===== src/conv_pkg.sv =====
`default_nettype none

package conv_pkg;

  // signed feature map or weight element
  typedef logic signed [7:0] pixel_t;

  // accumulator and OFM word
  typedef logic signed [31:0] acc_t;

  // word address on every memory port
  typedef logic [31:0] addr_t;

  // dimensions, depths and loop counters
  typedef logic [15:0] dim_t;

  // controller phases
  typedef enum logic [2:0] {
    IDLE      = 3'd0,
    FETCH_OFM = 3'd1,
    FETCH_WT  = 3'd2,
    FETCH_IFM = 3'd3,
    COMPUTE   = 3'd4,
    WRITE_OFM = 3'd5,
    DONE      = 3'd6
  } phase_e;

endpackage

`default_nettype wire

===== src/conv_top.sv =====
`default_nettype none

module conv_top #(
  parameter int WT_DIM = 5
) (
  input  logic             clk,
  input  logic             rst_n,
  input  logic             start,
  output logic             idle,
  output logic             done,
  input  conv_pkg::dim_t   ifm_dim,
  input  conv_pkg::dim_t   ifm_depth,
  // weight read
  output conv_pkg::addr_t  wt_addr,
  input  conv_pkg::pixel_t wt_dout,
  input  logic             wt_valid,
  output logic             wt_ready,
  // IFM read
  output conv_pkg::addr_t  ifm_addr,
  input  conv_pkg::pixel_t ifm_dout,
  input  logic             ifm_valid,
  output logic             ifm_ready,
  // OFM partial sum read
  output conv_pkg::addr_t  ofm_rd_addr,
  input  conv_pkg::acc_t   ofm_rd_dout,
  input  logic             ofm_rd_valid,
  output logic             ofm_rd_ready,
  // OFM write
  output conv_pkg::addr_t  ofm_wr_addr,
  output conv_pkg::acc_t   ofm_wr_data,
  output logic             ofm_wr_valid,
  input  logic             ofm_wr_ready
);

  import conv_pkg::*;

  phase_e phase;
  logic   xfer_wt;
  logic   xfer_ifm;
  logic   xfer_ofm;
  logic   xfer_wr;
  logic   window_last;
  logic   plane_last;
  logic   computing;
  logic   acc_clear;
  pixel_t wt_head;
  pixel_t ifm_head;

  // rings rotate and the MAC adds in the same cycles
  assign computing = (phase == COMPUTE);
  assign acc_clear = (phase == FETCH_IFM);

  conv_ctrl #(
    .WT_DIM(WT_DIM)
  ) ctrl0 (
    .clk         (clk),
    .rst_n       (rst_n),
    .start       (start),
    .wt_valid    (wt_valid),
    .ifm_valid   (ifm_valid),
    .ofm_rd_valid(ofm_rd_valid),
    .ofm_wr_ready(ofm_wr_ready),
    .ifm_depth   (ifm_depth),
    .window_last (window_last),
    .plane_last  (plane_last),
    .phase       (phase),
    .wt_ready    (wt_ready),
    .ifm_ready   (ifm_ready),
    .ofm_rd_ready(ofm_rd_ready),
    .ofm_wr_valid(ofm_wr_valid),
    .xfer_wt     (xfer_wt),
    .xfer_ifm    (xfer_ifm),
    .xfer_ofm    (xfer_ofm),
    .xfer_wr     (xfer_wr),
    .idle        (idle),
    .done        (done)
  );

  conv_addr_gen #(
    .WT_DIM(WT_DIM)
  ) addr0 (
    .clk        (clk),
    .rst_n      (rst_n),
    .phase      (phase),
    .xfer_wt    (xfer_wt),
    .xfer_ifm   (xfer_ifm),
    .xfer_wr    (xfer_wr),
    .ifm_dim    (ifm_dim),
    .wt_addr    (wt_addr),
    .ifm_addr   (ifm_addr),
    .ofm_rd_addr(ofm_rd_addr),
    .ofm_wr_addr(ofm_wr_addr),
    .window_last(window_last),
    .plane_last (plane_last)
  );

  window_ring #(
    .WT_DIM(WT_DIM)
  ) wt_ring (
    .clk  (clk),
    .rst_n(rst_n),
    .load (xfer_wt),
    .step (computing),
    .din  (wt_dout),
    .head (wt_head)
  );

  window_ring #(
    .WT_DIM(WT_DIM)
  ) ifm_ring (
    .clk  (clk),
    .rst_n(rst_n),
    .load (xfer_ifm),
    .step (computing),
    .din  (ifm_dout),
    .head (ifm_head)
  );

  mac_unit mac0 (
    .clk         (clk),
    .rst_n       (rst_n),
    .clear       (acc_clear),
    .enable      (computing),
    .wt          (wt_head),
    .ifm         (ifm_head),
    .partial     (ofm_rd_dout),
    .partial_load(xfer_ofm),
    .sum         (ofm_wr_data)
  );

endmodule

`default_nettype wire


===== src/mac_unit.sv =====
`default_nettype none

module mac_unit (
  input  logic             clk,
  input  logic             rst_n,
  input  logic             clear,
  input  logic             enable,
  input  conv_pkg::pixel_t wt,
  input  conv_pkg::pixel_t ifm,
  input  conv_pkg::acc_t   partial,
  input  logic             partial_load,
  output conv_pkg::acc_t   sum
);

  import conv_pkg::*;

  logic signed [15:0] prod;
  acc_t               acc_q;
  acc_t               partial_q;
  logic               partial_held;

  assign prod = wt * ifm;

  always_ff @(posedge clk or negedge rst_n) begin
    if (!rst_n) begin
      acc_q        <= '0;
      partial_q    <= '0;
      partial_held <= 1'b0;
    end else begin
      if (clear) begin
        acc_q <= '0;
      end else if (enable) begin
        acc_q <= acc_q + acc_t'(prod);
      end

      // channel 0 has no OFM read, so its partial sum starts at zero
      if (partial_load) begin
        partial_q    <= partial;
        partial_held <= 1'b1;
      end else if (clear && !partial_held) begin
        partial_q <= '0;
      end else if (enable) begin
        partial_held <= 1'b0;
      end
    end
  end

  assign sum = partial_q + acc_q;

endmodule

`default_nettype wire


===== src/window_ring.sv =====
`default_nettype none

module window_ring #(
  parameter int WT_DIM = 5
) (
  input  logic             clk,
  input  logic             rst_n,
  input  logic             load,
  input  logic             step,
  input  conv_pkg::pixel_t din,
  output conv_pkg::pixel_t head
);

  import conv_pkg::*;

  localparam int DEPTH = WT_DIM * WT_DIM;

  pixel_t ring_q [DEPTH];
  pixel_t tail_in;

  // memory data while loading, otherwise the head comes back around
  assign tail_in = load ? din : ring_q[0];

  always_ff @(posedge clk or negedge rst_n) begin
    if (!rst_n) begin
      for (int i = 0; i < DEPTH; i++) begin
        ring_q[i] <= '0;
      end
    end else if (load || step) begin
      for (int i = 0; i < DEPTH - 1; i++) begin
        ring_q[i] <= ring_q[i + 1];
      end
      ring_q[DEPTH - 1] <= tail_in;
    end
  end

  assign head = ring_q[0];

endmodule

`default_nettype wire


===== src/conv_addr_gen.sv =====
`default_nettype none

module conv_addr_gen #(
  parameter int WT_DIM = 5
) (
  input  logic             clk,
  input  logic             rst_n,
  input  conv_pkg::phase_e phase,
  input  logic             xfer_wt,
  input  logic             xfer_ifm,
  input  logic             xfer_wr,
  input  conv_pkg::dim_t   ifm_dim,
  output conv_pkg::addr_t  wt_addr,
  output conv_pkg::addr_t  ifm_addr,
  output conv_pkg::addr_t  ofm_rd_addr,
  output conv_pkg::addr_t  ofm_wr_addr,
  output logic             window_last,
  output logic             plane_last
);

  import conv_pkg::*;

  localparam int WT_SIZE = WT_DIM * WT_DIM;

  dim_t  win_x;
  dim_t  win_y;
  dim_t  out_x;
  dim_t  out_y;
  dim_t  ofm_dim;
  addr_t ifm_size;
  addr_t wt_base;
  addr_t ifm_base;
  addr_t win_idx;
  addr_t ofm_idx;
  addr_t ifm_row;

  // valid window positions along one edge
  assign ofm_dim  = dim_t'(ifm_dim - dim_t'(WT_DIM - 1));
  assign ifm_size = addr_t'(ifm_dim) * addr_t'(ifm_dim);

  assign window_last = (win_x == dim_t'(WT_DIM - 1)) && (win_y == dim_t'(WT_DIM - 1));
  assign plane_last  = (out_x == dim_t'(ofm_dim - 16'd1)) &&
                       (out_y == dim_t'(ofm_dim - 16'd1));

  // weight and IFM fetch walk the same window position
  always_ff @(posedge clk or negedge rst_n) begin
    if (!rst_n) begin
      win_x <= '0;
      win_y <= '0;
    end else if (phase == IDLE) begin
      win_x <= '0;
      win_y <= '0;
    end else if (xfer_wt || xfer_ifm) begin
      if (win_x == dim_t'(WT_DIM - 1)) begin
        win_x <= '0;
        win_y <= window_last ? '0 : win_y + 16'd1;
      end else begin
        win_x <= win_x + 16'd1;
      end
    end
  end

  // output pixel and channel bases move on each OFM write
  always_ff @(posedge clk or negedge rst_n) begin
    if (!rst_n) begin
      out_x    <= '0;
      out_y    <= '0;
      wt_base  <= '0;
      ifm_base <= '0;
    end else if (phase == IDLE) begin
      out_x    <= '0;
      out_y    <= '0;
      wt_base  <= '0;
      ifm_base <= '0;
    end else if (xfer_wr) begin
      if (plane_last) begin
        out_x    <= '0;
        out_y    <= '0;
        wt_base  <= wt_base + addr_t'(WT_SIZE);
        ifm_base <= ifm_base + ifm_size;
      end else if (out_x == dim_t'(ofm_dim - 16'd1)) begin
        out_x <= '0;
        out_y <= out_y + 16'd1;
      end else begin
        out_x <= out_x + 16'd1;
      end
    end
  end

  assign win_idx = addr_t'(win_y) * addr_t'(WT_DIM) + addr_t'(win_x);
  assign ofm_idx = addr_t'(out_y) * addr_t'(ofm_dim) + addr_t'(out_x);
  assign ifm_row = (addr_t'(out_y) + addr_t'(win_y)) * addr_t'(ifm_dim);

  assign wt_addr     = wt_base + win_idx;
  assign ifm_addr    = ifm_base + ifm_row + addr_t'(out_x) + addr_t'(win_x);
  assign ofm_rd_addr = ofm_idx;
  assign ofm_wr_addr = ofm_idx;

endmodule

`default_nettype wire


===== src/conv_ctrl.sv =====
`default_nettype none

module conv_ctrl #(
  parameter int WT_DIM = 5
) (
  input  logic                clk,
  input  logic                rst_n,
  input  logic                start,
  input  logic                wt_valid,
  input  logic                ifm_valid,
  input  logic                ofm_rd_valid,
  input  logic                ofm_wr_ready,
  input  conv_pkg::dim_t      ifm_depth,
  input  logic                window_last,
  input  logic                plane_last,
  output conv_pkg::phase_e    phase,
  output logic                wt_ready,
  output logic                ifm_ready,
  output logic                ofm_rd_ready,
  output logic                ofm_wr_valid,
  output logic                xfer_wt,
  output logic                xfer_ifm,
  output logic                xfer_ofm,
  output logic                xfer_wr,
  output logic                idle,
  output logic                done
);

  import conv_pkg::*;

  localparam int WT_SIZE = WT_DIM * WT_DIM;

  phase_e phase_d;
  dim_t   ch_cnt;
  dim_t   shift_cnt;
  logic   done_q;
  logic   first_ch;
  logic   last_ch;
  logic   compute_last;
  logic   run_last;

  // each port requests for the whole of its phase
  assign wt_ready     = (phase == FETCH_WT);
  assign ifm_ready    = (phase == FETCH_IFM);
  assign ofm_rd_ready = (phase == FETCH_OFM);
  assign ofm_wr_valid = (phase == WRITE_OFM);

  assign xfer_wt  = wt_ready & wt_valid;
  assign xfer_ifm = ifm_ready & ifm_valid;
  assign xfer_ofm = ofm_rd_ready & ofm_rd_valid;
  assign xfer_wr  = ofm_wr_valid & ofm_wr_ready;

  assign first_ch     = (ch_cnt == '0);
  assign last_ch      = (ch_cnt == dim_t'(ifm_depth - 16'd1));
  assign compute_last = (phase == COMPUTE) && (shift_cnt == dim_t'(WT_SIZE - 1));

  // last OFM element of the last input channel
  assign run_last = xfer_wr & plane_last & last_ch;

  always_comb begin
    phase_d = phase;
    case (phase)
      IDLE: begin
        if (start) begin
          phase_d = FETCH_WT;
        end
      end
      FETCH_WT: begin
        if (xfer_wt && window_last) begin
          phase_d = first_ch ? FETCH_IFM : FETCH_OFM;
        end
      end
      FETCH_OFM: begin
        if (xfer_ofm) begin
          phase_d = FETCH_IFM;
        end
      end
      FETCH_IFM: begin
        if (xfer_ifm && window_last) begin
          phase_d = COMPUTE;
        end
      end
      COMPUTE: begin
        if (compute_last) begin
          phase_d = WRITE_OFM;
        end
      end
      WRITE_OFM: begin
        if (xfer_wr) begin
          if (plane_last) begin
            // weights of the next channel, or finished
            phase_d = last_ch ? DONE : FETCH_WT;
          end else begin
            phase_d = first_ch ? FETCH_IFM : FETCH_OFM;
          end
        end
      end
      default: begin
        phase_d = IDLE;
      end
    endcase
  end

  always_ff @(posedge clk or negedge rst_n) begin
    if (!rst_n) begin
      phase     <= IDLE;
      ch_cnt    <= '0;
      shift_cnt <= '0;
      done_q    <= 1'b0;
    end else begin
      phase <= phase_d;

      if (phase == IDLE) begin
        ch_cnt <= '0;
      end else if (xfer_wr && plane_last && !last_ch) begin
        ch_cnt <= ch_cnt + 16'd1;
      end

      // one product per compute cycle
      if (compute_last) begin
        shift_cnt <= '0;
      end else if (phase == COMPUTE) begin
        shift_cnt <= shift_cnt + 16'd1;
      end

      if (run_last) begin
        done_q <= 1'b1;
      end else if (idle && start) begin
        done_q <= 1'b0;
      end
    end
  end

  assign idle = (phase == IDLE);

  // drops in the same cycle the next start is taken
  assign done = done_q & ~(idle & start);

endmodule

`default_nettype wire


===== config.mk =====
export PLATFORM = sky130hd
export DESIGN_NAME = conv_top
export DESIGN_NICKNAME = d
export VERILOG_FILES = /design/src/conv_pkg.sv /design/src/conv_top.sv /design/src/mac_unit.sv /design/src/window_ring.sv /design/src/conv_addr_gen.sv /design/src/conv_ctrl.sv
export SDC_FILE = /design/constraint.sdc
export NUM_CORES = 2
export LEC_CHECK = 0
export BUFFER_PORTS_ARGS = -buffer_cell sky130_fd_sc_hd__buf_2
export CAP_MARGIN = 20
export CORE_UTILIZATION = 25
export DETAILED_ROUTE_END_ITERATION = 6
export GPL_TIMING_DRIVEN = 0
export PLACE_DENSITY = 0.51
export SYNTH_ARGS = -nofsm -noshare
export SYNTH_HDL_FRONTEND = slang
export SYNTH_SLANG_ARGS = --single-unit
export TNS_END_PERCENT = 30

===== constraint.sdc =====
create_clock -name clk -period 8.7 [get_ports clk]
set_input_delay 0.435 -clock clk [delete_from_list [all_inputs] [get_ports clk]]
set_output_delay 0.435 -clock clk [all_outputs]
set_load 0.02 [all_outputs]

==> PnR_summary.wiki <==
{| class="wikitable"
! Metric !! Value
|-
| Worst path required time || 8.27 ns
|-
| Synth Instances || 6700
|-
| Total congestion overflow after global routing || 0
|-
| Clock tree from TritonCTS || done
|-
| Worst slack on hold paths || 0.0639 ns
|-
| Pre-CTS setup slack || -2.44 ns
|-
| Die Area || 0.264 sq mm
|-
| Final period utilization || 112%
|-
| Failing checks || negative setup slack
|-
| Most instantiated flip-flop cell in the synthesis netlist || sky130_fd_sc_hd__dfrtp_1
|-
| Number of core rows || 187
|-
| Post-synth design cell area || 0.0655 sq mm
|-
| Transition time at the pin with the least slew margin || 1.12 ns
|-
| Distinct cell type count of the synthesized netlist || 88
|-
| Critical Path AT || 9.35 ns
|-
| Net total in the final layout || 8540
|-
| Total leakage power || 0.0389 uW
|-
| Parity-gate share of the synthesized area counting xor and xnor cells || 4.24%
|-
| Async set or reset register ratio after synthesis || 100%
|-
| Final critical delay including setup and external delays || 9.78 ns
|-
| Area Growth Syn to Fin || 16.2%
|-
| Setup repair after global routing missed its margin || yes
|-
| Endpoint class of the critical path || primary output
|-
| Instance count after placement with tap cells included || 10500
|-
| Synth Net Count || 8111
|-
| Final core utilization || 29.3%
|-
| Router iterations before antenna repair || 6
|-
| EDFF count, synth || 0
|-
| Die W || 514 um
|-
| IO Port Bufs || 247
|-
| Starting utilization of the core area || 25.2%
|-
| Final setup violation count || 18
|-
| Post-Route Skew || 0.0553 ns
|-
| Total global routing track utilization || 15.4%
|-
| Slowest stage cell, crit path || sky130_fd_sc_hd__fa_2
|-
| Post-synthesis adder-cell area fraction || 34.8%
|-
| Tightest slew margin relative to the limit || 25.1%
|-
| Maximum level of the CTS H-tree || 3
|-
| Sequential fraction of the synthesis area || 24.0%
|-
| Floorplan Core Area || 0.260 sq mm
|-
| Simple-gate area share of the yosys netlist || 12.7%
|-
| Worst-path maximum fanout || 4
|-
| Share of synthesized area spent on multiplexers || 7.20%
|-
| Initial antenna violation count || 37
|-
| Total via count after detailed routing || 48300
|-
| Total Power || 15200 uW
|-
| Power per cell area || 200 mW/mm^2
|-
| Count of clock tree sinks || 629
|-
| Max frequency || 102 MHz
|-
| Maximum root-to-sink buffer count || 3
|-
| Number of warnings reported in the yosys synthesis log || 0
|-
| Number of storage elements in the synthesis netlist || 629
|-
| Setup Crit Path Kind || reg -> out
|-
| Count of pins over their slew limit || 0
|-
| Delay contributed by the slowest stage of the critical path || 0.63 ns
|-
| Pin count of the biggest net entering global routing || 126
|-
| Average instance area after synthesis || 9.77 sq um
|-
| Crit path top cell by count || sky130_fd_sc_hd__fa_1
|-
| Startpoint class of the critical path || register
|-
| Class of the worst hold path || in -> reg
|-
| Wire length after detailed routing || 202 mm
|-
| CTS Buf Count || 75
|-
| Final worst-path setup slack || -1.08 ns
|-
| Combinational family with the most area after synthesis || adder cells
|-
| DRT antenna net count || 0
|-
| Compound-Gate Fraction of Synth Area || 7.64%
|-
| Run status || complete, but fails checks
|-
| Final GP Congestion || 0.892
|-
| Wire length of the first global-routing pass || 311 mm
|-
| Final hold vios || 0
|-
| Vias in the first global route || 50700
|-
| Clock slew at reported path FFs || 0.06 ns
|-
| Die Span Y || 514 um
|-
| Insertion delay to the later sink of the worst-skew pair || 0.69 ns
|-
| I/O pin total || 253
|-
| Per-cell via count in the routed design || 4.51
|-
| Residual DRC count || 0
|-
| Max_cap viols || 0
|-
| Root buffer cell || sky130_fd_sc_hd__clkbuf_16
|-
| Half-perimeter wire length after detailed placement || 164 mm
|-
| Count of routing violations after the opening detailed-route iteration || 2941
|-
| Final cell count without fillers || 10700
|-
| Share of layout cells above drive strength 1 || 15.5%
|-
| Routed wire per std cell || 18.9 um
|-
| Highest ir drop seen on vdd || 0.266 mV
|}
-- routing by layer --
| metal | vias up | GRT usage, % | part of all wire, % |
|---|---|---|---|
| met5 | - | 0 | 0.074 |
| met4 | 26 | 4.82 | 3.4 |
| met3 | 266 | 2.60 | 6.5 |
| met2 | 1261 | 25.0 | 46 |
| li1 | 22200 | - | - |
| met1 | 24500 | 20.7 | 44 |
-- path summary, 6_finish.rpt --
| path | from | end | slack, ns | depth (start not counted) |
|---|---|---|---|---|
| hold reg to reg | ctrl0.shift_cnt[15] | ctrl0.shift_cnt[15] | 0.47 | 1 |
| setup reg to reg | wt_ring.head[7] | mac0.acc_q[31] | 1.56 | 20 |
| max in group asynchronous | rst_n | addr0.out_y[0] | 6.77 | 5 |
| setup / recovery | addr0.out_y[1] | ifm_addr[25] | -1.08 | 37 |
| hold / removal | ifm_dout[7] | ifm_ring.ring_q[7] | 0.06 | 3 |
| min in group asynchronous | rst_n | addr0.ifm_base[8] | 0.23 | 2 |
-- layout by cell type (no fill, tap or decap), types with 19 or more instances in the layout --
cell type	synthesis	routed
sky130_fd_sc_hd__mux2_2	391	391
sky130_fd_sc_hd__buf_2	11	243
sky130_fd_sc_hd__xor2_1	92	85
sky130_fd_sc_hd__clkbuf_1	228	204
sky130_fd_sc_hd__nor4_1	29	28
sky130_fd_sc_hd__mux2i_1	31	31
sky130_fd_sc_hd__ha_1	496	484
sky130_fd_sc_hd__dlygate4sd3_1	0	36
sky130_fd_sc_hd__o21ai_1	22	23
sky130_fd_sc_hd__nor2b_1	49	49
sky130_fd_sc_hd__nor3_1	89	87
sky130_fd_sc_hd__o21a_1	31	30
sky130_fd_sc_hd__a211oi_1	28	23
sky130_fd_sc_hd__fa_1	828	821
sky130_fd_sc_hd__nand2_1	613	607
sky130_fd_sc_hd__buf_4	45	116
sky130_fd_sc_hd__a21o_1	78	78
sky130_fd_sc_hd__xnor2_1	188	167
sky130_fd_sc_hd__nand4_1	42	42
sky130_fd_sc_hd__o21ai_0	167	162
sky130_fd_sc_hd__and3_1	69	67
sky130_fd_sc_hd__nor2_1	246	243
sky130_fd_sc_hd__a22oi_1	22	22
sky130_fd_sc_hd__a22o_1	42	42
sky130_fd_sc_hd__clkbuf_16	0	78
sky130_fd_sc_hd__and2_1	257	252
sky130_fd_sc_hd__or3_1	23	23
sky130_fd_sc_hd__a31oi_1	35	34
sky130_fd_sc_hd__nand3_1	117	116
sky130_fd_sc_hd__inv_1	1279	1272
sky130_fd_sc_hd__a21oi_1	171	151
sky130_fd_sc_hd__nand2b_1	58	58
sky130_fd_sc_hd__clkbuf_2	0	19
sky130_fd_sc_hd__or2_2	32	32
sky130_fd_sc_hd__dfrtp_1	629	625
sky130_fd_sc_hd__o211ai_1	25	25
sky130_fd_sc_hd__o21bai_1	24	24
-- synth_stat cells (23+ instances only) --
| master | n | area, sq um |
|---|---|---|
| sky130_fd_sc_hd__ha_1 | 496 | 6210 |
| sky130_fd_sc_hd__nor4_1 | 29 | 181 |
| sky130_fd_sc_hd__o21ai_0 | 167 | 836 |
| sky130_fd_sc_hd__nand2_1 | 613 | 2300 |
| sky130_fd_sc_hd__clkbuf_1 | 228 | 856 |
| sky130_fd_sc_hd__nor3_1 | 89 | 445 |
| sky130_fd_sc_hd__xnor2_1 | 188 | 1650 |
| sky130_fd_sc_hd__or2_2 | 32 | 200 |
| sky130_fd_sc_hd__and3_1 | 69 | 432 |
| sky130_fd_sc_hd__buf_4 | 45 | 338 |
| sky130_fd_sc_hd__mux2i_1 | 31 | 310 |
| sky130_fd_sc_hd__a21oi_1 | 171 | 856 |
| sky130_fd_sc_hd__o211ai_1 | 25 | 188 |
| sky130_fd_sc_hd__and2_1 | 257 | 1610 |
| sky130_fd_sc_hd__nand4_1 | 42 | 263 |
| sky130_fd_sc_hd__inv_1 | 1279 | 4800 |
| sky130_fd_sc_hd__o21bai_1 | 24 | 180 |
| sky130_fd_sc_hd__a31oi_1 | 35 | 219 |
| sky130_fd_sc_hd__a21o_1 | 78 | 586 |
| sky130_fd_sc_hd__o21a_1 | 31 | 233 |
| sky130_fd_sc_hd__or3_1 | 23 | 144 |
| sky130_fd_sc_hd__nor2b_1 | 49 | 307 |
| sky130_fd_sc_hd__xor2_1 | 92 | 806 |
| sky130_fd_sc_hd__dfrtp_1 | 629 | 15700 |
| sky130_fd_sc_hd__nand3_1 | 117 | 586 |
| sky130_fd_sc_hd__a22o_1 | 42 | 368 |
| sky130_fd_sc_hd__fa_1 | 828 | 16600 |
| sky130_fd_sc_hd__nor2_1 | 246 | 923 |
| sky130_fd_sc_hd__mux2_2 | 391 | 4400 |
| sky130_fd_sc_hd__a211oi_1 | 28 | 210 |
| sky130_fd_sc_hd__nand2b_1 | 58 | 363 |
-- registers in the layout (all words and copies together), names as in the netlist --
signal and flops:
addr0.out_x 16, addr0.win_y 16, ctrl0.ch_cnt 16, addr0.out_y 16, mac0.acc_q 32, ifm_ring.head 8, ctrl0.done_q 1, addr0.win_x 16
wt_ring.head 8, mac0.partial_held 1, addr0.ifm_base 32, ifm_ring.ring_q 192, addr0.wt_base 32, ctrl0.phase 3, mac0.partial_q 32, ctrl0.shift_cnt 16
wt_ring.ring_q 192
-- repair_timing --
item | CTS | global route
pin swaps | 65 | 51
endpoints found under the hold margin | 61 | 0
resized for setup | 182 | 72
setup endpoints to repair | 60 | 41
hold buffers | 36 | 0
setup buffers | 41 | 16
gates cloned | 0 | 0
-- per-stage QoR --
step                TNS (ns)  cell area [sq um]
CTS                   -13.28              75600
global route          -20.15              76000
finish                -11.84              76100
floorplan                  0              65500
global placement    -4469.79              71100
detailed placement    -88.10              71400
-- critical path, delay by kind of cell, from the launching register on --
family                     cells  cell delay [ns]
and+or+nand+nor                3             0.57
DFF                            1             0.49
buffers and inverters          9             1.02
adders and majority gates      8             3.62
AOI/OAI and AO/OA             15             2.50
xor gates and xnor gates       2             0.45
-- area by class of cell --
type / instances / area, sq um
diodes: 14 / 35.0
fillers: 27300 / 184000
flip-flops and latches: 629 / 15700
clock buffers: 99 / 2110
clock inverters: 38 / 549
well taps: 3496 / 4370
multi-input cells: 4489 / 44500
plain buffers: 291 / 1460
repair buffers: 354 / 2420
inverters: 1289 / 4870
-- where the power goes --
| group | switching (uW) | internal, uW | leakage, uW |
|---|---|---|---|
| clock network | 1400 | 2000 | 0.00130 |
| logic | 4830 | 3240 | 0.0291 |
| registers | 291 | 3420 | 0.00857 |
-- logic make-up (layout without fill, tap and decap cells) --
logic type,count (synthesis),count (layout)
AND/OR/NAND/NOR,1686,1686
buffers and inverters,1582,2071
flip-flops,629,629
adder cells (fa/ha/maj),1324,1324
multiplexers,422,422
XOR/XNOR,294,294
other,0,14
AO/OA/AOI/OAI,763,763
Note: power is estimated with default switching activity, not from simulation.
